File: config.mk
export PLATFORM = sky130hd
export DESIGN_NAME = issue_top
export DESIGN_NICKNAME = d
export VERILOG_FILES = /design/src/hw/rv32i_pkg.sv /design/src/hw/issue_pkg.sv /design/src/hw/instr_field_decoder.sv /design/src/hw/operand_bypass.sv /design/src/hw/issue_control.sv /design/src/hw/dispatch_regs.sv /design/src/hw/issue_top.sv
export SDC_FILE = /design/constraint.sdc
export NUM_CORES = 1
export LEC_CHECK = 0
export ABC_AREA = 1
export BUFFER_PORTS_ARGS = -buffer_cell sky130_fd_sc_hd__buf_4
export CAP_MARGIN = 5
export CORE_AREA = 2 2 307 309
export DETAILED_ROUTE_END_ITERATION = 8
export DIE_AREA = 0 0 309 311
export PLACE_DENSITY = 0.51
export REMOVE_ABC_BUFFERS = 1
export SLEW_MARGIN = 40
export SYNTH_ARGS = -nofsm -noshare
export SYNTH_HDL_FRONTEND = slang
export SYNTH_SLANG_ARGS = --single-unit
File: constraint.sdc
create_clock -name clk -period 3.1 [get_ports clk]
set_clock_uncertainty 0.15 [all_clocks]
set_input_delay 0 -clock clk [delete_from_list [all_inputs] [get_ports clk]]
set_output_delay 0 -clock clk [all_outputs]
set_load 0.005 [all_outputs]
File: src/hw/rv32i_pkg.sv
`default_nettype none

package rv32i_pkg;

    localparam int XLEN      = 32;
    localparam int REG_IDX_W = 5;

    // major opcodes kept by this core
    localparam logic [6:0] OPC_AUIPC  = 7'b0010111;
    localparam logic [6:0] OPC_BRANCH = 7'b1100011;
    localparam logic [6:0] OPC_LOAD   = 7'b0000011;
    localparam logic [6:0] OPC_STORE  = 7'b0100011;
    localparam logic [6:0] OPC_IMM    = 7'b0010011;
    localparam logic [6:0] OPC_REG    = 7'b0110011;

    // arithmetic funct3
    localparam logic [2:0] F3_ADD = 3'b000;
    localparam logic [2:0] F3_SLL = 3'b001;
    localparam logic [2:0] F3_XOR = 3'b100;
    localparam logic [2:0] F3_OR  = 3'b110;
    localparam logic [2:0] F3_AND = 3'b111;

    typedef struct packed {
        logic [6:0]           funct7;
        logic [REG_IDX_W-1:0] rs2;
        logic [REG_IDX_W-1:0] rs1;
        logic [2:0]           funct3;
        logic [REG_IDX_W-1:0] rd;
        logic [6:0]           opcode;
    } r_type_t;

    typedef struct packed {
        logic [11:0]          imm;
        logic [REG_IDX_W-1:0] rs1;
        logic [2:0]           funct3;
        logic [REG_IDX_W-1:0] rd;
        logic [6:0]           opcode;
    } i_type_t;

    typedef struct packed {
        logic [6:0]           imm_hi;
        logic [REG_IDX_W-1:0] rs2;
        logic [REG_IDX_W-1:0] rs1;
        logic [2:0]           funct3;
        logic [4:0]           imm_lo;
        logic [6:0]           opcode;
    } s_type_t;

    // branch offset bits are scattered over the word
    typedef struct packed {
        logic                 imm_12;
        logic [5:0]           imm_10_5;
        logic [REG_IDX_W-1:0] rs2;
        logic [REG_IDX_W-1:0] rs1;
        logic [2:0]           funct3;
        logic [3:0]           imm_4_1;
        logic                 imm_11;
        logic [6:0]           opcode;
    } b_type_t;

    typedef struct packed {
        logic [19:0]          imm;
        logic [REG_IDX_W-1:0] rd;
        logic [6:0]           opcode;
    } u_type_t;

    typedef union packed {
        r_type_t r;
        i_type_t i;
        s_type_t s;
        b_type_t b;
        u_type_t u;
    } instr_word_u;

endpackage

`default_nettype wire

File: src/hw/issue_pkg.sv
`default_nettype none

package issue_pkg;

    localparam int ALU_OP_W = 3;

    // alu codes reuse the funct3 encoding
    localparam logic [ALU_OP_W-1:0] ALU_ADD = 3'b000;
    localparam logic [ALU_OP_W-1:0] ALU_SLL = 3'b001;
    localparam logic [ALU_OP_W-1:0] ALU_XOR = 3'b100;
    localparam logic [ALU_OP_W-1:0] ALU_OR  = 3'b110;
    localparam logic [ALU_OP_W-1:0] ALU_AND = 3'b111;
    // free slot, shift-right is not issued
    localparam logic [ALU_OP_W-1:0] ALU_SUB = 3'b101;

    localparam int UNIT_W = 2;

    // destination unit of a decoded instruction
    localparam logic [UNIT_W-1:0] UNIT_NONE = 2'd0;
    localparam logic [UNIT_W-1:0] UNIT_ALU  = 2'd1;
    localparam logic [UNIT_W-1:0] UNIT_CMP  = 2'd2;
    localparam logic [UNIT_W-1:0] UNIT_LSB  = 2'd3;

endpackage

`default_nettype wire

File: src/hw/instr_field_decoder.sv
`timescale 1ns/1ps
`default_nettype none

module instr_field_decoder
    import rv32i_pkg::*;
    import issue_pkg::*;
(
    input  instr_word_u          instr_i,
    output logic [UNIT_W-1:0]    unit_o,
    output logic                 writes_rd_o,
    output logic [REG_IDX_W-1:0] rs1_o,
    output logic [REG_IDX_W-1:0] rs2_o,
    output logic [REG_IDX_W-1:0] rd_o,
    output logic [ALU_OP_W-1:0]  alu_op_o,
    output logic [2:0]           funct3_o,
    output logic                 use_imm_o,
    output logic                 use_pc_o,
    output logic                 is_store_o,
    output logic [XLEN-1:0]      imm_o,
    output logic                 supported_o
);

    logic [XLEN-1:0] i_imm;
    logic [XLEN-1:0] s_imm;
    logic [XLEN-1:0] b_imm;
    logic [XLEN-1:0] u_imm;
    logic            arith_ok;

    assign rs1_o    = instr_i.r.rs1;
    assign rs2_o    = instr_i.r.rs2;
    assign rd_o     = instr_i.r.rd;
    assign funct3_o = instr_i.r.funct3;

    // sign-extended immediates, one per format
    assign i_imm = {{20{instr_i.i.imm[11]}}, instr_i.i.imm};
    assign s_imm = {{20{instr_i.s.imm_hi[6]}}, instr_i.s.imm_hi, instr_i.s.imm_lo};
    assign b_imm = {{19{instr_i.b.imm_12}}, instr_i.b.imm_12, instr_i.b.imm_11,
                    instr_i.b.imm_10_5, instr_i.b.imm_4_1, 1'b0};
    assign u_imm = {instr_i.u.imm, 12'h000};

    // slt, sltu and shift-right fall outside this set
    assign arith_ok = funct3_o inside {F3_ADD, F3_SLL, F3_XOR, F3_OR, F3_AND};

    always_comb begin
        unit_o      = UNIT_NONE;
        writes_rd_o = 1'b0;
        alu_op_o    = ALU_ADD;
        use_imm_o   = 1'b0;
        use_pc_o    = 1'b0;
        is_store_o  = 1'b0;
        imm_o       = '0;
        supported_o = 1'b0;
        case (instr_i.r.opcode)
            OPC_AUIPC: begin
                unit_o      = UNIT_ALU;
                writes_rd_o = 1'b1;
                use_imm_o   = 1'b1;
                use_pc_o    = 1'b1;
                imm_o       = u_imm;
                supported_o = 1'b1;
            end
            OPC_BRANCH: begin
                unit_o      = UNIT_CMP;
                imm_o       = b_imm;
                // funct3 010 and 011 are not branches
                supported_o = (funct3_o[2:1] != 2'b01);
            end
            OPC_LOAD: begin
                unit_o      = UNIT_LSB;
                writes_rd_o = 1'b1;
                imm_o       = i_imm;
                supported_o = funct3_o inside {3'b000, 3'b001, 3'b010, 3'b100, 3'b101};
            end
            OPC_STORE: begin
                unit_o      = UNIT_LSB;
                is_store_o  = 1'b1;
                imm_o       = s_imm;
                supported_o = funct3_o inside {3'b000, 3'b001, 3'b010};
            end
            OPC_IMM: begin
                unit_o      = UNIT_ALU;
                writes_rd_o = 1'b1;
                use_imm_o   = 1'b1;
                imm_o       = i_imm;
                alu_op_o    = funct3_o;
                supported_o = arith_ok;
            end
            OPC_REG: begin
                unit_o      = UNIT_ALU;
                writes_rd_o = 1'b1;
                // funct7 bit 5 turns add into sub
                if (funct3_o == F3_ADD && instr_i.r.funct7[5]) begin
                    alu_op_o = ALU_SUB;
                end else begin
                    alu_op_o = funct3_o;
                end
                supported_o = arith_ok;
            end
            default: ;
        endcase
    end

endmodule

`default_nettype wire

File: src/hw/operand_bypass.sv
`timescale 1ns/1ps
`default_nettype none

module operand_bypass
    import rv32i_pkg::*;
#(
    parameter int TAG_W = 3
) (
    input  logic [XLEN-1:0]                 rf_value_i,
    input  logic [TAG_W-1:0]                rf_tag_i,
    input  logic [2**TAG_W-1:0]             rob_ready_i,
    input  logic [2**TAG_W-1:0][XLEN-1:0]   rob_value_i,
    output logic [XLEN-1:0]                 value_o,
    output logic [TAG_W-1:0]                tag_o,
    output logic                            ready_o
);

    logic rob_hit;

    // tag 0 never names a producer
    assign rob_hit = (rf_tag_i != '0) && rob_ready_i[rf_tag_i];

    // producer already finished, take its value from the rob
    assign value_o = rob_hit ? rob_value_i[rf_tag_i] : rf_value_i;
    assign tag_o   = rob_hit ? '0 : rf_tag_i;
    assign ready_o = (tag_o == '0);

endmodule

`default_nettype wire

File: src/hw/issue_control.sv
`timescale 1ns/1ps
`default_nettype none

module issue_control
    import rv32i_pkg::*;
    import issue_pkg::*;
#(
    parameter int TAG_W = 3
) (
    input  logic                 instr_valid_i,
    input  logic [UNIT_W-1:0]    unit_i,
    input  logic                 writes_rd_i,
    input  logic                 supported_i,
    input  logic [REG_IDX_W-1:0] rd_i,
    input  logic [TAG_W-1:0]     rob_free_tag_i,
    input  logic                 rob_full_i,
    input  logic                 alu_full_i,
    input  logic                 cmp_full_i,
    input  logic                 lsb_full_i,
    output logic                 iqueue_read_o,
    output logic                 fire_alu_o,
    output logic                 fire_cmp_o,
    output logic                 fire_lsb_o,
    output logic                 rename_o
);

    logic discard;
    logic unit_full;
    logic rob_room;
    logic issue;

    // dropped encodings and writes to x0 are popped without effect
    assign discard = !supported_i || (writes_rd_i && rd_i == '0);

    always_comb begin
        case (unit_i)
            UNIT_ALU: unit_full = alu_full_i;
            UNIT_CMP: unit_full = cmp_full_i;
            UNIT_LSB: unit_full = lsb_full_i;
            default:  unit_full = 1'b1;
        endcase
    end

    // tag 0 is reserved, so a zero free tag also means no room
    assign rob_room = !rob_full_i && (rob_free_tag_i != '0);

    assign issue = instr_valid_i && !discard && rob_room && !unit_full;

    // pop on issue or discard, hold the queue on a stall
    assign iqueue_read_o = issue || (instr_valid_i && discard);

    assign fire_alu_o = issue && (unit_i == UNIT_ALU);
    assign fire_cmp_o = issue && (unit_i == UNIT_CMP);
    assign fire_lsb_o = issue && (unit_i == UNIT_LSB);

    // stores and branches leave the rename table alone
    assign rename_o = issue && writes_rd_i;

endmodule

`default_nettype wire

File: src/hw/dispatch_regs.sv
`timescale 1ns/1ps
`default_nettype none

module dispatch_regs
    import rv32i_pkg::*;
    import issue_pkg::*;
#(
    parameter int TAG_W = 3
) (
    input  logic                 clk,
    input  logic                 rst,
    input  logic                 fire_alu_i,
    input  logic                 fire_cmp_i,
    input  logic                 fire_lsb_i,
    input  logic                 rename_i,
    input  logic [REG_IDX_W-1:0] rd_i,
    input  logic [ALU_OP_W-1:0]  alu_op_i,
    input  logic [2:0]           funct3_i,
    input  logic                 use_imm_i,
    input  logic                 use_pc_i,
    input  logic                 is_store_i,
    input  logic [XLEN-1:0]      imm_i,
    input  logic [XLEN-1:0]      a_value_i,
    input  logic [TAG_W-1:0]     a_tag_i,
    input  logic                 a_ready_i,
    input  logic [XLEN-1:0]      b_value_i,
    input  logic [TAG_W-1:0]     b_tag_i,
    input  logic                 b_ready_i,
    input  logic [XLEN-1:0]      pc_i,
    input  logic [TAG_W-1:0]     rob_free_tag_i,
    output logic                 alu_valid_o,
    output logic [ALU_OP_W-1:0]  alu_op_o,
    output logic [XLEN-1:0]      alu_a_value_o,
    output logic                 alu_a_ready_o,
    output logic [TAG_W-1:0]     alu_a_tag_o,
    output logic [XLEN-1:0]      alu_b_value_o,
    output logic                 alu_b_ready_o,
    output logic [TAG_W-1:0]     alu_b_tag_o,
    output logic [TAG_W-1:0]     alu_rob_tag_o,
    output logic                 cmp_valid_o,
    output logic [2:0]           cmp_op_o,
    output logic [XLEN-1:0]      cmp_a_value_o,
    output logic                 cmp_a_ready_o,
    output logic [TAG_W-1:0]     cmp_a_tag_o,
    output logic [XLEN-1:0]      cmp_b_value_o,
    output logic                 cmp_b_ready_o,
    output logic [TAG_W-1:0]     cmp_b_tag_o,
    output logic [XLEN-1:0]      cmp_pc_o,
    output logic [XLEN-1:0]      cmp_offset_o,
    output logic [TAG_W-1:0]     cmp_rob_tag_o,
    output logic                 lsb_valid_o,
    output logic                 lsb_store_o,
    output logic [2:0]           lsb_funct_o,
    output logic [XLEN-1:0]      lsb_base_value_o,
    output logic                 lsb_base_ready_o,
    output logic [TAG_W-1:0]     lsb_base_tag_o,
    output logic [XLEN-1:0]      lsb_data_value_o,
    output logic                 lsb_data_ready_o,
    output logic [TAG_W-1:0]     lsb_data_tag_o,
    output logic [XLEN-1:0]      lsb_offset_o,
    output logic [TAG_W-1:0]     lsb_rob_tag_o,
    output logic                 rob_write_o,
    output logic [XLEN-1:0]      rob_pc_o,
    output logic [REG_IDX_W-1:0] rob_rd_o,
    output logic                 tag_load_o,
    output logic [REG_IDX_W-1:0] tag_rd_o,
    output logic [TAG_W-1:0]     tag_o
);

    logic fire_any;

    assign fire_any = fire_alu_i | fire_cmp_i | fire_lsb_i;

    // alu station
    always_ff @(posedge clk) begin
        if (rst) begin
            alu_valid_o <= 1'b0;
            alu_op_o <= '0;
            {alu_a_value_o, alu_a_ready_o, alu_a_tag_o} <= '0;
            {alu_b_value_o, alu_b_ready_o, alu_b_tag_o} <= '0;
            alu_rob_tag_o <= '0;
        end else begin
            alu_valid_o <= fire_alu_i;
            if (fire_alu_i) begin
                alu_op_o <= alu_op_i;
                // auipc adds the pc, constants go out ready with tag 0
                alu_a_value_o <= use_pc_i ? pc_i : a_value_i;
                alu_a_ready_o <= use_pc_i | a_ready_i;
                alu_a_tag_o <= use_pc_i ? '0 : a_tag_i;
                alu_b_value_o <= use_imm_i ? imm_i : b_value_i;
                alu_b_ready_o <= use_imm_i | b_ready_i;
                alu_b_tag_o <= use_imm_i ? '0 : b_tag_i;
                alu_rob_tag_o <= rob_free_tag_i;
            end
        end
    end

    // compare station, branches only
    always_ff @(posedge clk) begin
        if (rst) begin
            cmp_valid_o <= 1'b0;
            cmp_op_o <= '0;
            {cmp_a_value_o, cmp_a_ready_o, cmp_a_tag_o} <= '0;
            {cmp_b_value_o, cmp_b_ready_o, cmp_b_tag_o} <= '0;
            {cmp_pc_o, cmp_offset_o, cmp_rob_tag_o} <= '0;
        end else begin
            cmp_valid_o <= fire_cmp_i;
            if (fire_cmp_i) begin
                cmp_op_o <= funct3_i;
                {cmp_a_value_o, cmp_a_ready_o, cmp_a_tag_o} <= {a_value_i, a_ready_i, a_tag_i};
                {cmp_b_value_o, cmp_b_ready_o, cmp_b_tag_o} <= {b_value_i, b_ready_i, b_tag_i};
                cmp_pc_o <= pc_i;
                cmp_offset_o <= imm_i;
                cmp_rob_tag_o <= rob_free_tag_i;
            end
        end
    end

    // load-store buffer
    always_ff @(posedge clk) begin
        if (rst) begin
            {lsb_valid_o, lsb_store_o, lsb_funct_o} <= '0;
            {lsb_base_value_o, lsb_base_ready_o, lsb_base_tag_o} <= '0;
            {lsb_data_value_o, lsb_data_ready_o, lsb_data_tag_o} <= '0;
            {lsb_offset_o, lsb_rob_tag_o} <= '0;
        end else begin
            lsb_valid_o <= fire_lsb_i;
            if (fire_lsb_i) begin
                lsb_store_o <= is_store_i;
                lsb_funct_o <= funct3_i;
                lsb_base_value_o <= a_value_i;
                lsb_base_ready_o <= a_ready_i;
                lsb_base_tag_o <= a_tag_i;
                // a load has no data operand
                lsb_data_value_o <= is_store_i ? b_value_i : '0;
                lsb_data_ready_o <= !is_store_i | b_ready_i;
                lsb_data_tag_o <= is_store_i ? b_tag_i : '0;
                lsb_offset_o <= imm_i;
                lsb_rob_tag_o <= rob_free_tag_i;
            end
        end
    end

    // rob entry and rename of rd
    always_ff @(posedge clk) begin
        if (rst) begin
            {rob_write_o, rob_pc_o, rob_rd_o} <= '0;
            {tag_load_o, tag_rd_o, tag_o} <= '0;
        end else begin
            rob_write_o <= fire_any;
            if (fire_any) begin
                rob_pc_o <= pc_i;
                rob_rd_o <= rename_i ? rd_i : '0;
            end
            tag_load_o <= rename_i;
            if (rename_i) begin
                tag_rd_o <= rd_i;
                tag_o <= rob_free_tag_i;
            end
        end
    end

endmodule

`default_nettype wire

File: src/hw/issue_top.sv
`timescale 1ns/1ps
`default_nettype none

module issue_top
    import rv32i_pkg::*;
    import issue_pkg::*;
#(
    parameter int TAG_W = 3
) (
    input  logic                          clk,
    input  logic                          rst,
    // instruction queue
    input  logic                          instr_valid_i,
    input  instr_word_u                   instr_i,
    input  logic [XLEN-1:0]               pc_i,
    output logic                          iqueue_read_o,
    // register file
    output logic [REG_IDX_W-1:0]          rs1_o, rs2_o,
    input  logic [XLEN-1:0]               rf_vj_i, rf_vk_i,
    input  logic [TAG_W-1:0]              rf_qj_i, rf_qk_i,
    output logic                          tag_load_o,
    output logic [REG_IDX_W-1:0]          tag_rd_o,
    output logic [TAG_W-1:0]              tag_o,
    // reorder buffer
    input  logic [TAG_W-1:0]              rob_free_tag_i,
    input  logic                          rob_full_i,
    input  logic [2**TAG_W-1:0]           rob_ready_i,
    input  logic [2**TAG_W-1:0][XLEN-1:0] rob_value_i,
    output logic                          rob_write_o,
    output logic [XLEN-1:0]               rob_pc_o,
    output logic [REG_IDX_W-1:0]          rob_rd_o,
    // stations
    input  logic                          alu_full_i, cmp_full_i, lsb_full_i,
    output logic                          alu_valid_o, cmp_valid_o, lsb_valid_o,
    output logic [ALU_OP_W-1:0]           alu_op_o,
    output logic [2:0]                    cmp_op_o, lsb_funct_o,
    output logic                          lsb_store_o,
    output logic [XLEN-1:0]               alu_a_value_o, alu_b_value_o,
    output logic [XLEN-1:0]               cmp_a_value_o, cmp_b_value_o,
    output logic [XLEN-1:0]               lsb_base_value_o, lsb_data_value_o,
    output logic                          alu_a_ready_o, alu_b_ready_o,
    output logic                          cmp_a_ready_o, cmp_b_ready_o,
    output logic                          lsb_base_ready_o, lsb_data_ready_o,
    output logic [TAG_W-1:0]              alu_a_tag_o, alu_b_tag_o, alu_rob_tag_o,
    output logic [TAG_W-1:0]              cmp_a_tag_o, cmp_b_tag_o, cmp_rob_tag_o,
    output logic [TAG_W-1:0]              lsb_base_tag_o, lsb_data_tag_o, lsb_rob_tag_o,
    output logic [XLEN-1:0]               cmp_pc_o, cmp_offset_o, lsb_offset_o
);

    logic [UNIT_W-1:0]    unit;
    logic                 writes_rd;
    logic [REG_IDX_W-1:0] rd;
    logic [ALU_OP_W-1:0]  alu_op;
    logic [2:0]           funct3;
    logic                 use_imm;
    logic                 use_pc;
    logic                 is_store;
    logic [XLEN-1:0]      imm;
    logic                 supported;
    logic [XLEN-1:0]      a_value, b_value;
    logic [TAG_W-1:0]     a_tag, b_tag;
    logic                 a_ready, b_ready;
    logic                 fire_alu, fire_cmp, fire_lsb;
    logic                 rename;

    instr_field_decoder u_decoder (
        .instr_i     (instr_i),
        .unit_o      (unit),
        .writes_rd_o (writes_rd),
        .rs1_o       (rs1_o),
        .rs2_o       (rs2_o),
        .rd_o        (rd),
        .alu_op_o    (alu_op),
        .funct3_o    (funct3),
        .use_imm_o   (use_imm),
        .use_pc_o    (use_pc),
        .is_store_o  (is_store),
        .imm_o       (imm),
        .supported_o (supported)
    );

    // one bypass per source operand
    operand_bypass #(.TAG_W(TAG_W)) u_bypass_a (
        .rf_value_i  (rf_vj_i),
        .rf_tag_i    (rf_qj_i),
        .rob_ready_i (rob_ready_i),
        .rob_value_i (rob_value_i),
        .value_o     (a_value),
        .tag_o       (a_tag),
        .ready_o     (a_ready)
    );

    operand_bypass #(.TAG_W(TAG_W)) u_bypass_b (
        .rf_value_i  (rf_vk_i),
        .rf_tag_i    (rf_qk_i),
        .rob_ready_i (rob_ready_i),
        .rob_value_i (rob_value_i),
        .value_o     (b_value),
        .tag_o       (b_tag),
        .ready_o     (b_ready)
    );

    issue_control #(.TAG_W(TAG_W)) u_control (
        .instr_valid_i  (instr_valid_i),
        .unit_i         (unit),
        .writes_rd_i    (writes_rd),
        .supported_i    (supported),
        .rd_i           (rd),
        .rob_free_tag_i (rob_free_tag_i),
        .rob_full_i     (rob_full_i),
        .alu_full_i     (alu_full_i),
        .cmp_full_i     (cmp_full_i),
        .lsb_full_i     (lsb_full_i),
        .iqueue_read_o  (iqueue_read_o),
        .fire_alu_o     (fire_alu),
        .fire_cmp_o     (fire_cmp),
        .fire_lsb_o     (fire_lsb),
        .rename_o       (rename)
    );

    // outputs, clk, rst, pc_i and rob_free_tag_i connect by name
    dispatch_regs #(.TAG_W(TAG_W)) u_dispatch (
        .fire_alu_i (fire_alu),
        .fire_cmp_i (fire_cmp),
        .fire_lsb_i (fire_lsb),
        .rename_i   (rename),
        .rd_i       (rd),
        .alu_op_i   (alu_op),
        .funct3_i   (funct3),
        .use_imm_i  (use_imm),
        .use_pc_i   (use_pc),
        .is_store_i (is_store),
        .imm_i      (imm),
        .a_value_i  (a_value),
        .a_tag_i    (a_tag),
        .a_ready_i  (a_ready),
        .b_value_i  (b_value),
        .b_tag_i    (b_tag),
        .b_ready_i  (b_ready),
        .*
    );

endmodule

`default_nettype wire

==> results of run 1 <==
[cell usage in the layout, fill, tap and decap left out, types with 65 or more instances in the layout]
master,n
nand2_1,914
buf_4,853
nor2_1,600
nand3_1,552
dfxtp_1,381
a21oi_1,340
inv_1,295
dlygate4sd3_1,222
o21ai_0,141
o211ai_1,65
[final cells by class]
cell class                 instances  area share, %
antenna                           17          0.128
clock buffer                      67           4.12
clock inverter                    15          0.624
inverter                         308           3.58
multi-input combinational       2712           36.1
sequential                       381           22.9
tap                             1254           4.72
timing repair buffer            1110           27.9
[flip-flops by register name (all words and copies together) (netlist names), 5 cells and up]
signal	count
u_dispatch.lsb_offset_o	32
u_dispatch.lsb_base_value_o	32
u_dispatch.rob_rd_o	5
u_dispatch.alu_a_value_o	32
u_dispatch.rob_pc_o	32
u_dispatch.lsb_data_value_o	32
u_dispatch.tag_rd_o	5
u_dispatch.cmp_offset_o	32
u_dispatch.alu_b_value_o	32
u_dispatch.cmp_a_value_o	32
u_dispatch.cmp_pc_o	32
u_dispatch.cmp_b_value_o	32
[per-stage QoR]
stage                     std cells  hold slack (ns)  instance area [µm²]  utilization, %
final                          5864          0.00324                33300            35.9
after global routing           5859           0.0332                33300            35.8
after CTS                      5844         0.000223                33100            35.7
after detailed placement       5540           0.0316                29300            31.6
after global placement         5539           0.0274                29300            31.6
after floorplan                3401           -0.150                20700               -
[cells by family (layout without fill, tap and decap cells)]
logic type             Yosys count  in the layout  synth area share, %
other                            0             17                    0
and+or+nand+nor               2149           2149                 40.4
AOI/OAI and AO/OA              563            563                 13.5
buffers and inverters          621           1500                 11.7
DFF                            381            381                 34.4
[path summary, 6_finish.rpt]
| path | from | to | slack (ns) | cells after the start |
|---|---|---|---|---|
| max | rf_qj_i[0] | u_dispatch.alu_a_value_o[22]$_SDFFE_PP0P_ | 0.12 | 15 |
| min | rob_value_i[21] | u_dispatch.cmp_b_value_o[21]$_SDFFE_PP0P_ | 0.003 | 9 |
| max reg2reg | u_dispatch.cmp_b_value_o[20]$_SDFFE_PP0P_ | u_dispatch.cmp_b_value_o[20]$_SDFFE_PP0P_ | 2.18 | 2 |
| min reg2reg | u_dispatch.cmp_offset_o[0]$_SDFFE_PP0P_ | u_dispatch.cmp_offset_o[0]$_SDFFE_PP0P_ | 0.29 | 2 |
[metal layers]
metal	part of all wire (%)	vias up
met5	0.16	-
met4	3.0	28
met3	7.8	189
met2	47	1100
met1	42	13400
li1	-	13600
[repair_timing]
item                       in CTS  in global routing
hold endpoints to repair      323                  0
hold buffers                  222                  0
setup endpoints to repair       0                 19
resized for setup               0                 11
buffers inserted                0                  3
[power by group]
group | leakage, nW | internal, mW | total [mW] | switching (mW)
Clock | 0.784 | 3.40 | 5.79 | 2.40
Combinational | 12.0 | 1.00 | 2.47 | 1.47
Sequential | 3.07 | 4.90 | 4.90 | 0.000106
[synthesized netlist by cell type (all sizes together) (2+ instances only)]
library cell | n | area share (%)
o21ai | 154 | 3.5
nor3 | 36 | 0.81
inv | 308 | 5.2
nor2 | 605 | 10
a21oi | 341 | 7.7
nand4 | 2 | 0.056
dfxtp | 381 | 34
nand3b | 22 | 0.75
clkbuf | 154 | 2.6
nand2 | 928 | 16
o211ai | 65 | 2.2
nand3 | 554 | 13
buf | 159 | 3.8
o22ai | 2 | 0.056
[critical path: cells and delay by family]
family	cells	cell delay [ns]
compound gates	2	0.20
buf+inv	6	2.46
simple gates	7	0.58
==> qor.txt, run 1 <==
WS Path Type = input port to flop
Max Cap Viol = 0
Seq. cell area = 0.00763 mm²
Drt first pass iters = 6
Final GP Congestion = 0.867
Drt via density = 4.83
Final setup fails = 0
Mapped Avg Cell Area = 5.96 µm²
RSZ-0062 raised after global routing = yes
Largest net degree at the start of global routing = 102
Initial antenna violation count = 37
Via count of the first global-routing pass = 27,000
Clk sink count = 381
Pleak = 15.9 nW
CTS tree = yes
Port-buffer cells = 799
Crit share post-route = 96.2%
Core outline area = 0.0928 mm²
CP arrival = 3.33 ns
H-tree depth = 2
Minimum clock period = 2.98 ns
Area grow syn2layout = 50.2%
Post-synth ARST share = 0%
PnR Total Power = 13.2 mW
Number of flops mapped to enable cells by yosys = 0
DR WL/cell = 22.2 µm
GRT Max-Usage Layer = met2
Root Buffer = clkbuf_16
Total wire length = 130,000 µm
Crit end category = flop
DRT iter0 DRCs = 2,577
Pre-CTS setup slack = 0.423 ns
YS warnings = 0
DRC = 0
Status = finished, final reports clean
Initial Util = 23.9%
DR vias = 28,300
Total GRT Usage = 25.9%
Synth Register Bits = 381
Global Route met3 Usage = 5.94%
Die ar. = 0.0961 mm²
Routed Antenna Nets = 0
Fin nets = 4,967
Setup ws final = 0.119 ns
Synth cell types = 27
Core Rows = 112
Global Route met2 Usage = 43.3%
CP max-delay cell = dlygate4sd3_1
FMAX = 335 MHz
Main flop type after synthesis = dfxtp_1
Sequential-to-total area share from yosys stat = 34.4%
Die height = 311 µm
Max FO, Critical Path = 72
Grt total ovfl = 0
Met1 usage = 32.7%
Crit-path max cell delay = 0.58 ns
Final Hold Viols = 0
CTS clk-pin slew, worst paths = 0.06 ns
Fin Setup TNS = 0 ns
Share of cells above drive strength 1 = 21.7%
Maximum vdd ir drop = 358 µV
Slew of the pin with the lowest slew margin = 0.823 ns
Clk_lat worst skew = 0.60 ns
Synthesized instance count = 3,714
Num ports = 800
Final Max Tran Viols = 0
Worst path cell trace = buf_4 -> inv_8 -> buf_16 -> a21oi_1 -> o21ai_0 -> nand3_1 -> dlygate4sd3_1 -> nand2_1 -> dlygate4sd3_1 -> nand3_1 -> nand3_1 -> dlygate4sd3_1 -> nand2_1 -> nor2_1 -> nor2_1
Critical Path RT = 3.44 ns
First-pass GRT wire length = 186,000 µm
Slew HR = 44.6%
Post-DP HPWL = 95,400 µm
Worst hold path class = input port to flop
Post-Syn Area = 0.0221 mm²
CP Launch Type = input port
Area of the multi-input gates = 0.0120 mm²
CTS buffer count = 46
Die Width = 309 µm
Fillers = 10,300
Clock Path Buffers = 3
Power per cell area = 396 mW/mm²
No activity file was read; power rests on OpenSTA's default activity.
==> run 2: changes to the inputs <==
Settings changed: CORE_AREA 2 2 307 309 to 2 2 313 315, DIE_AREA 0 0 309 311 to 0 0 315 317, SYNTH_HIERARCHICAL from default to 1.
==> run 2 against run 1 <==
- via count is 0.84% lower
- non-clock buffer count is 46 lower
- die area is 3.9% higher
- core utilization is 1.0 points lower
- area after synthesis is 3.9% higher
- flip-flop and latch count stayed put
- cell count is 4.7% higher
- wire length is 3.6% lower
- total power hardly changed
==> qor.txt, run 2 <==
Drt via density = 4.57 (was 4.83)
H-tree depth = 2 (unchanged)
Synth cell types = 27 (unchanged)
Max FO, Critical Path = 74 (was 72)
Slew of the pin with the lowest slew margin = 0.743 ns (was 0.823 ns)
Synthesized instance count = 3,979 (was 3,714)
Clk sink count = 381 (unchanged)
Post-synth ARST share = 0% (unchanged)
Top post-synthesis cells by area = dfxtp_1 (33%), nand2_1 (20%), inv_1 (9.7%), nor2_1 (8.5%), nand3_1 (8.0%) (was dfxtp_1 (34%), nand2_1 (16%), nand3_1 (13%), nor2_1 (10%), a21oi_1 (7.7%))
DRC = 0 (unchanged)
WS Path Type = input port to flop (unchanged)
Fin nets = 5,214 (was 4,967)
Number of flops mapped to enable cells by yosys = 0 (unchanged)
Slew HR = 50.5% (was 44.6%)
Minimum clock period = 2.99 ns (was 2.98 ns)
Max Cap Viol = 0 (unchanged)
Comb pwr share = 18.1% (was 18.8%)
Crit end category = flop (unchanged)
Root Buffer = clkbuf_16 (unchanged)
Total GRT Usage = 23.9% (was 25.9%)
Worst hold path class = input port to flop (unchanged)
Commonest cells after routing, fill and taps aside = nand2_1 (1,237), buf_4 (844), inv_1 (589) (was nand2_1 (914), buf_4 (853), nor2_1 (600))
FMAX = 334 MHz (was 335 MHz)
Util after Layout = 34.8% (was 35.9%)
Clk pwr share = 44.7% (was 44.0%)
CP max-delay cell = dlygate4sd3_1 (unchanged)
Via count of the first global-routing pass = 26,800 (was 27,000)
CTS tree = yes (unchanged)
Final GP Congestion = 0.870 (was 0.867)
CP Buf/Inv Count = 6 (unchanged)
Fin Setup TNS = 0 ns (unchanged)
CTS buffer count = 45 (was 46)
Mapped Avg Cell Area = 5.78 µm² (was 5.96 µm²)
Initial antenna violation count = 31 (was 37)
Initial Util = 23.9% (about the same)
Pleak = 19.2 nW (was 15.9 nW)
Power per cell area = 392 mW/mm² (was 396 mW/mm²)
Synth Register Bits = 381 (unchanged)
Core Rows = 114 (was 112)
Die Width = 315 µm (was 309 µm)
Crit share post-route = 96.5% (was 96.2%)
Sequential power share = 37.2% (about the same)
Cells on worst reg2reg path = 2 (unchanged)
Routed Antenna Nets = 0 (unchanged)
CP Launch Type = input port (unchanged)
Sw Ratio = 29.8% (was 29.4%)
Hold slack = 0.0269 ns (was 0.00324 ns)
DRT iter0 DRCs = 2,383 (was 2,577)
Largest net degree at the start of global routing = 115 (was 102)
Top-count cell post-synth = nand2_1 (unchanged)
Port-buffer cells = 799 (unchanged)
CP arrival = 3.39 ns (was 3.33 ns)
Num ports = 800 (unchanged)
Net Switching = 3.92 mW (was 3.87 mW)
Drt first pass iters = 5 (was 6)
Crit. path cell count = 16 (was 15)
Post-Syn Area = 0.0230 mm² (was 0.0221 mm²)
Post-DP HPWL = 91,300 µm (was 95,400 µm)
Internal Power = 9.24 mW (was 9.30 mW)
First-pass GRT wire length = 180,000 µm (was 186,000 µm)
Final setup fails = 0 (unchanged)
Worst path cell trace = buf_4 -> dlygate4sd3_1 -> nor2_2 -> nand2_1 -> o211ai_1 -> buf_4 -> inv_1 -> nand3_2 -> nand3_2 -> dlygate4sd3_1 -> nor2_4 -> nand2_4 -> nor2_4 -> buf_12 -> o21ai_0 -> nor2_1 (was buf_4 -> inv_8 -> buf_16 -> a21oi_1 -> o21ai_0 -> nand3_1 -> dlygate4sd3_1 -> nand2_1 -> dlygate4sd3_1 -> nand3_1 -> nand3_1 -> dlygate4sd3_1 -> nand2_1 -> nor2_1 -> nor2_1)
Final Hold Viols = 0 (unchanged)
Most frequent cells after synthesis = nand2_1 (1,237), inv_1 (592), nor2_1 (519), dfxtp_1 (381), nand3_1 (368) (was nand2_1 (919), nor2_1 (601), nand3_1 (554), dfxtp_1 (381), a21oi_1 (340))
Post-synth top area cell = dfxtp_1 (unchanged)
DR vias = 28,100 (was 28,300)
Area grow syn2layout = 45.7% (was 50.2%)
Grt total ovfl = 0 (unchanged)
YS warnings = 6 (was 0)
Core outline area = 0.0963 mm² (was 0.0928 mm²)
Maximum vdd ir drop = 415 µV (was 358 µV)
Clock Path Buffers = 3 (unchanged)
Critical Path RT = 3.50 ns (was 3.44 ns)
Crit-path max cell delay = 0.60 ns (was 0.58 ns)
Main flop type after synthesis = dfxtp_1 (unchanged)
Commonest non-fill, non-tap cell in the layout = nand2_1 (unchanged)
Clk_lat worst skew = 0.63 ns (was 0.60 ns)
Cells on Worst Hold Path = 9 (unchanged)
Area share of the largest cell type after synthesis = 33.1% (was 34.4%)
Sequential-to-total area share from yosys stat = 33.1% (was 34.4%)
Final Max Tran Viols = 0 (unchanged)
CP delay by family, top = buffers and inverters (unchanged)
Status = finished, final reports clean (unchanged)
Die ar. = 0.0999 mm² (was 0.0961 mm²)
DR WL/cell = 20.4 µm (was 22.2 µm)
Total wire length = 125,000 µm (was 130,000 µm)
Share of cells above drive strength 1 = 21.1% (was 21.7%)
Die height = 317 µm (was 311 µm)
CTS clk-pin slew, worst paths = 0.06 ns (about the same)
[run 2: changes by cell type in the layout (fill, tap and decap cells not counted), moves of 9 or more]
cell,delta
nand2_1,+323
nor3_1,-32
o21ai_0,+160
o211ai_1,-63
buf_4,-9
o21ai_1,-13
a21oi_1,-124
nand3b_1,-22
nand3_1,-184
inv_1,+294
nor2_1,-81
nand3_2,+11
dlygate4sd3_1,-27
[run 2: per-stage QoR]
stage          cell area, µm²  std cells  power [mW]  worst slack (ns)
2_1_floorplan           21500       3695        5.94             -2.40
3_3_place_gp            29800       5829        7.17             0.339
3_5_place_dp            29800       5830        7.17             0.346
4_1_cts                 33300       6109        13.3            0.0280
5_1_grt                 33500       6136        13.7          -0.00641
6_report                33500       6142        13.2             0.110
[run 2: logic make-up (layout without fill, tap and decap cells)]
| kind of cell | Yosys count | count (layout) | synth area share (%) |
|---|---|---|---|
| DFF | 381 | 381 | 33.1 |
| other | 0 | 23 | 0 |
| and+or+nand+nor | 2181 | 2181 | 38.7 |
| AOI/OAI and AO/OA | 519 | 519 | 11.3 |
| buffers and inverters | 898 | 1762 | 16.8 |
[run 2: area by class of cell]
type	instances	area [µm²]
antenna	23	57.6
clock buffer	63	1310
fill	10600	62700
sequential	381	7630
inverter	614	2340
multi-input combinational	2700	11500
tap	1276	1600
clock inverter	21	292
timing repair buffer	1064	8770
[run 2: power by group through the flow]
stage,clock network [mW],logic [mW],registers [mW]
3_3_place_gp,0,2.16,5.00
4_1_cts,6.01,2.39,4.89
6_report,5.89,2.38,4.89
5_1_grt,6.18,2.64,4.89
3_5_place_dp,0,2.16,5.00
2_1_floorplan,0,0.935,5.00
[run 2: metal layers]
layer,global-route usage (%),wire length (µm),vias to the layer above,share of wire [%]
li1,-,-,13700,-
met3,4.64,8750,187,7.0
met4,8.83,4520,10,3.6
met2,40.6,59700,1103,48
met5,0,69,-,0.055
met1,30.1,52200,13000,42
[run 2: repair_timing]
item	4_1_cts	5_1_grt
hold buffers	195	0
endpoints found under the setup margin	0	268
resized for setup	0	8
endpoints found under the hold margin	375	0
setup buffers	0	9
[run 2: worst min-delay path, delay by kind of cell]
| family | cells | cell delay (ns) |
|---|---|---|
| buf+inv | 3 | 0.19 |
| simple gates | 5 | 0.45 |
| compound gates | 1 | 0.11 |
[run 2: path summary, 6_finish.rpt]
check                                            endpoint  slack [ns]                                         start
max reg2reg        u_dispatch/alu_b_tag_o[1]$_SDFFE_PP0P_        2.16        u_dispatch/alu_b_tag_o[1]$_SDFFE_PP0P_
min              u_dispatch/lsb_data_ready_o$_SDFFE_PP0P_        0.03                                rob_ready_i[5]
max          u_dispatch/lsb_base_value_o[17]$_SDFFE_PP0P_        0.11                                    instr_i[5]
min reg2reg  u_dispatch/lsb_data_value_o[11]$_SDFFE_PP0P_        0.32  u_dispatch/lsb_data_value_o[11]$_SDFFE_PP0P_
==> run 3: changes to the inputs <==
Settings changed: CTS_BUF_LIST from default to sky130_fd_sc_hd__clkbuf_4.
Clock period 3.1 ns to 3.55 ns, I/O delays scaled along.
==> run 3 against run 2 <==
- sequential power shrank 13%
- non-clock buffer count grew 242
- first-iteration DRC count grew 20%
- critical path depth shrank 1
- global-route usage grew 0.91 points
- critical path type unchanged
==> qor.txt, run 3 (synthesized netlist as in run 2, its figures left out) <==
Status = finished, final reports clean (unchanged)
Sequential power share = 39.3% (was 37.2%)
Final Hold Viols = 0 (unchanged)
Global Route met3 Usage = 4.43% (was 4.64%)
GRT Max-Usage Layer = met2 (unchanged)
Total wire length = 132,000 µm (was 125,000 µm)
Initial antenna violation count = 34 (was 31)
Clk sink count = 381 (unchanged)
Die Width = 315 µm (unchanged)
Post-Layout Cell Count = 6,497 (was 6,142)
Total GRT Usage = 24.9% (was 23.9%)
Largest net degree at the start of global routing = 112 (was 115)
Fin nets = 5,522 (was 5,214)
CP Launch Type = input port (unchanged)
Power per cell area = 304 mW/mm² (was 392 mW/mm²)
WS Path Type = input port to flop (unchanged)
Pleak = 20.3 nW (was 19.2 nW)
Area grow syn2layout = 55.5% (was 45.7%)
Port-buffer cells = 799 (unchanged)
Cells on Worst Hold Path = 10 (was 9)
Num ports = 800 (unchanged)
Crit end category = flop (unchanged)
Dpl cells = 5,825 (was 5,830)
CTS tree = yes (unchanged)
Final GP Congestion = 0.888 (was 0.870)
Crit-path max cell delay = 0.58 ns (was 0.60 ns)
DRC = 0 (unchanged)
Slew HR = 42.8% (was 50.5%)
Root Buffer = clkbuf_4 (was clkbuf_16)
Max Cap Viol = 0 (unchanged)
Die ar. = 0.0999 mm² (unchanged)
Final setup fails = 0 (unchanged)
Core Rows = 114 (unchanged)
Clk_lat worst skew = 0.93 ns (was 0.63 ns)
Routed Antenna Nets = 0 (unchanged)
Final Max Tran Viols = 0 (unchanged)
Fillers = 10,500 (was 10,600)
Clk pwr share = 39.1% (was 44.7%)
Commonest non-fill, non-tap cell in the layout = nand2_1 (unchanged)
Clock Path Buffers = 3 (unchanged)
Drt first pass iters = 6 (was 5)
Net Switching = 3.46 mW (was 3.92 mW)
CTS clk-pin slew, worst paths = 0.06 ns (about the same)
DR vias = 29,900 (was 28,100)
Crit-path most repeated cell = dlygate4sd3_1
DRT iter0 DRCs = 2,860 (was 2,383)
Comb pwr share = 21.7% (was 18.1%)
Util after Layout = 37.2% (was 34.8%)
CP arrival = 4.15 ns (was 3.39 ns)
Sw Ratio = 31.8% (was 29.8%)
Global Route met2 Usage = 40.6% (about the same)
WHS Endpoint = u_dispatch/cmp_a_tag_o[1]$_SDFFE_PP0P_ (was u_dispatch/lsb_data_ready_o$_SDFFE_PP0P_)
Crit share post-route = 97.5%
Grt total ovfl = 0 (unchanged)
R2R Setup Slk = 2.13 ns (was 2.16 ns)
RSZ-0062 raised after global routing = no
Worst hold path class = input port to flop (unchanged)
Hold Startpoint = rob_ready_i[1] (was rob_ready_i[5])
Die height = 317 µm (unchanged)
Worst r2r src = u_dispatch/alu_a_value_o[16]$_SDFFE_PP0P_ (was u_dispatch/alu_b_tag_o[1]$_SDFFE_PP0P_)
Via count of the first global-routing pass = 28,200 (was 26,800)
Internal Power = 7.42 mW (was 9.24 mW)
Maximum vdd ir drop = 188 µV (was 415 µV)
Post-DP HPWL = 90,500 µm (was 91,300 µm)
Slew of the pin with the lowest slew margin = 0.857 ns (was 0.743 ns)
CP max-delay cell = dlygate4sd3_1 (unchanged)
Minimum clock period = 3.46 ns
Share of cells above drive strength 1 = 21.6% (was 21.1%)
Reg-to-reg endpoint = u_dispatch/alu_a_value_o[16]$_SDFFE_PP0P_ (was u_dispatch/alu_b_tag_o[1]$_SDFFE_PP0P_)
Fin Setup TNS = 0 ns (unchanged)
Max FO, Critical Path = 44 (was 74)
DR WL/cell = 20.3 µm (was 20.4 µm)
Cells on worst reg2reg path = 3 (was 2)
Critical Path RT = 4.24 ns (was 3.50 ns)
First-pass GRT wire length = 186,000 µm (was 180,000 µm)
CTS buffer count = 109 (was 45)
Commonest cells after routing, fill and taps aside = nand2_1 (1,237), buf_4 (848), inv_1 (589) (was nand2_1 (1,237), buf_4 (844), inv_1 (589))
Core outline area = 0.0963 mm² (unchanged)
FMAX = 289 MHz
Met1 usage = 31.6% (was 30.1%)
Initial Util = 23.9% (unchanged)
Drt via density = 4.61 (was 4.57)
H-tree depth = 3 (was 2)
Worst path cell trace = dlygate4sd3_1 -> buf_4 -> dlygate4sd3_1 -> nor2_1 -> dlygate4sd3_1 -> nand3_2 -> nor2_4 -> nand2_4 -> nor2_4 -> inv_8 -> buf_4 -> a21oi_1 -> dlygate4sd3_1 -> nor2_1 -> dlygate4sd3_1 (was buf_4 -> dlygate4sd3_1 -> nor2_2 -> nand2_1 -> o211ai_1 -> buf_4 -> inv_1 -> nand3_2 -> nand3_2 -> dlygate4sd3_1 -> nor2_4 -> nand2_4 -> nor2_4 -> buf_12 -> o21ai_0 -> nor2_1)
==> run 3: cell count changes in the layout (fill, tap and decap cells not counted), sizes merged <==
cell,before,now
dlygate4sd3,195,433
clkbuf,64,166
clkinv,13,23
diode,23,30
bufinv,5,0
buf,868,871
clkinvlp,4,1
dlymetal6s4s,0,1
nand2,1264,1265
nor2,531,532
==> run 3: cell type report <==
class                      instances  area (µm²)  share of cell area [%]
inverter                         614        2340                    6.54
antenna                           30        75.1                   0.210
clock inverter                    23         144                   0.402
multi-input combinational       2702       11600                    32.3
clock buffer                     165        1240                    3.46
timing repair buffer            1306       11200                    31.3
sequential                       381        7630                    21.3
tap                             1276        1600                    4.46
==> run 3: worst max-delay path, delay by kind of cell <==
kind                   cells  cell delay [ns]
AO/OA/AOI/OAI              1             0.15
buffers and inverters      8             3.33
AND/OR/NAND/NOR            6             0.66
==> run 3: timing repair <==
item	in CTS	in global routing
buffers inserted	0	11
hold buffers	441	1
setup endpoints to repair	0	33
endpoints found under the hold margin	381	5
gates resized for setup	0	5
==> run 3: power by group through the flow <==
stage          combinational (mW)  sequential [mW]  clock, mW
6_report                     2.36             4.27       4.25
3_5_place_dp                 1.88             4.37          0
4_1_cts                      2.33             4.27       4.38
2_1_floorplan               0.817             4.37          0
5_1_grt                      2.57             4.27       4.59
3_3_place_gp                 1.87             4.37          0
==> run 3: metrics by stage <==
step	total power, mW	instance area, µm²	hold WS, ns	worst slack [ns]
floorplan	5.19	21500	-0.150	-1.95
global placement	6.24	29700	0.0346	0.691
detailed placement	6.25	29700	0.0346	0.586
CTS	11.0	35600	0.0303	0.0212
global route	11.4	35800	0.0134	0.0252
finish	10.9	35800	0.0319	0.0880
==> run 3: worst max-delay path by stage <==
| stage | start | endpoint | slack, ns | cells after the start |
|---|---|---|---|---|
| floorplan | instr_i[1] | u_dispatch/cmp_a_ready_o$_SDFFE_PP0P_ | -1.95 | 13 |
| global route | instr_i[2] | u_dispatch/rob_pc_o[26]$_SDFFE_PP0P_ | 0.03 | 20 |
| detailed placement | instr_i[2] | u_dispatch/alu_b_value_o[28]$_SDFFE_PP0P_ | 0.59 | 16 |
| global placement | instr_i[2] | u_dispatch/alu_b_ready_o$_SDFFE_PP0P_ | 0.69 | 16 |
| finish | rob_full_i | u_dispatch/rob_pc_o[1]$_SDFFE_PP0P_ | 0.09 | 15 |
| CTS | rf_qj_i[2] | u_dispatch/alu_a_value_o[16]$_SDFFE_PP0P_ | 0.02 | 15 |
==> run 3: metal layers <==
| layer | share of wire (%) | routed length [µm] |
|---|---|---|
| met1 | 42 | 55100 |
| met2 | 46 | 60700 |
| met3 | 7.4 | 9730 |
| met4 | 4.5 | 5970 |
| met5 | 0.023 | 30 |
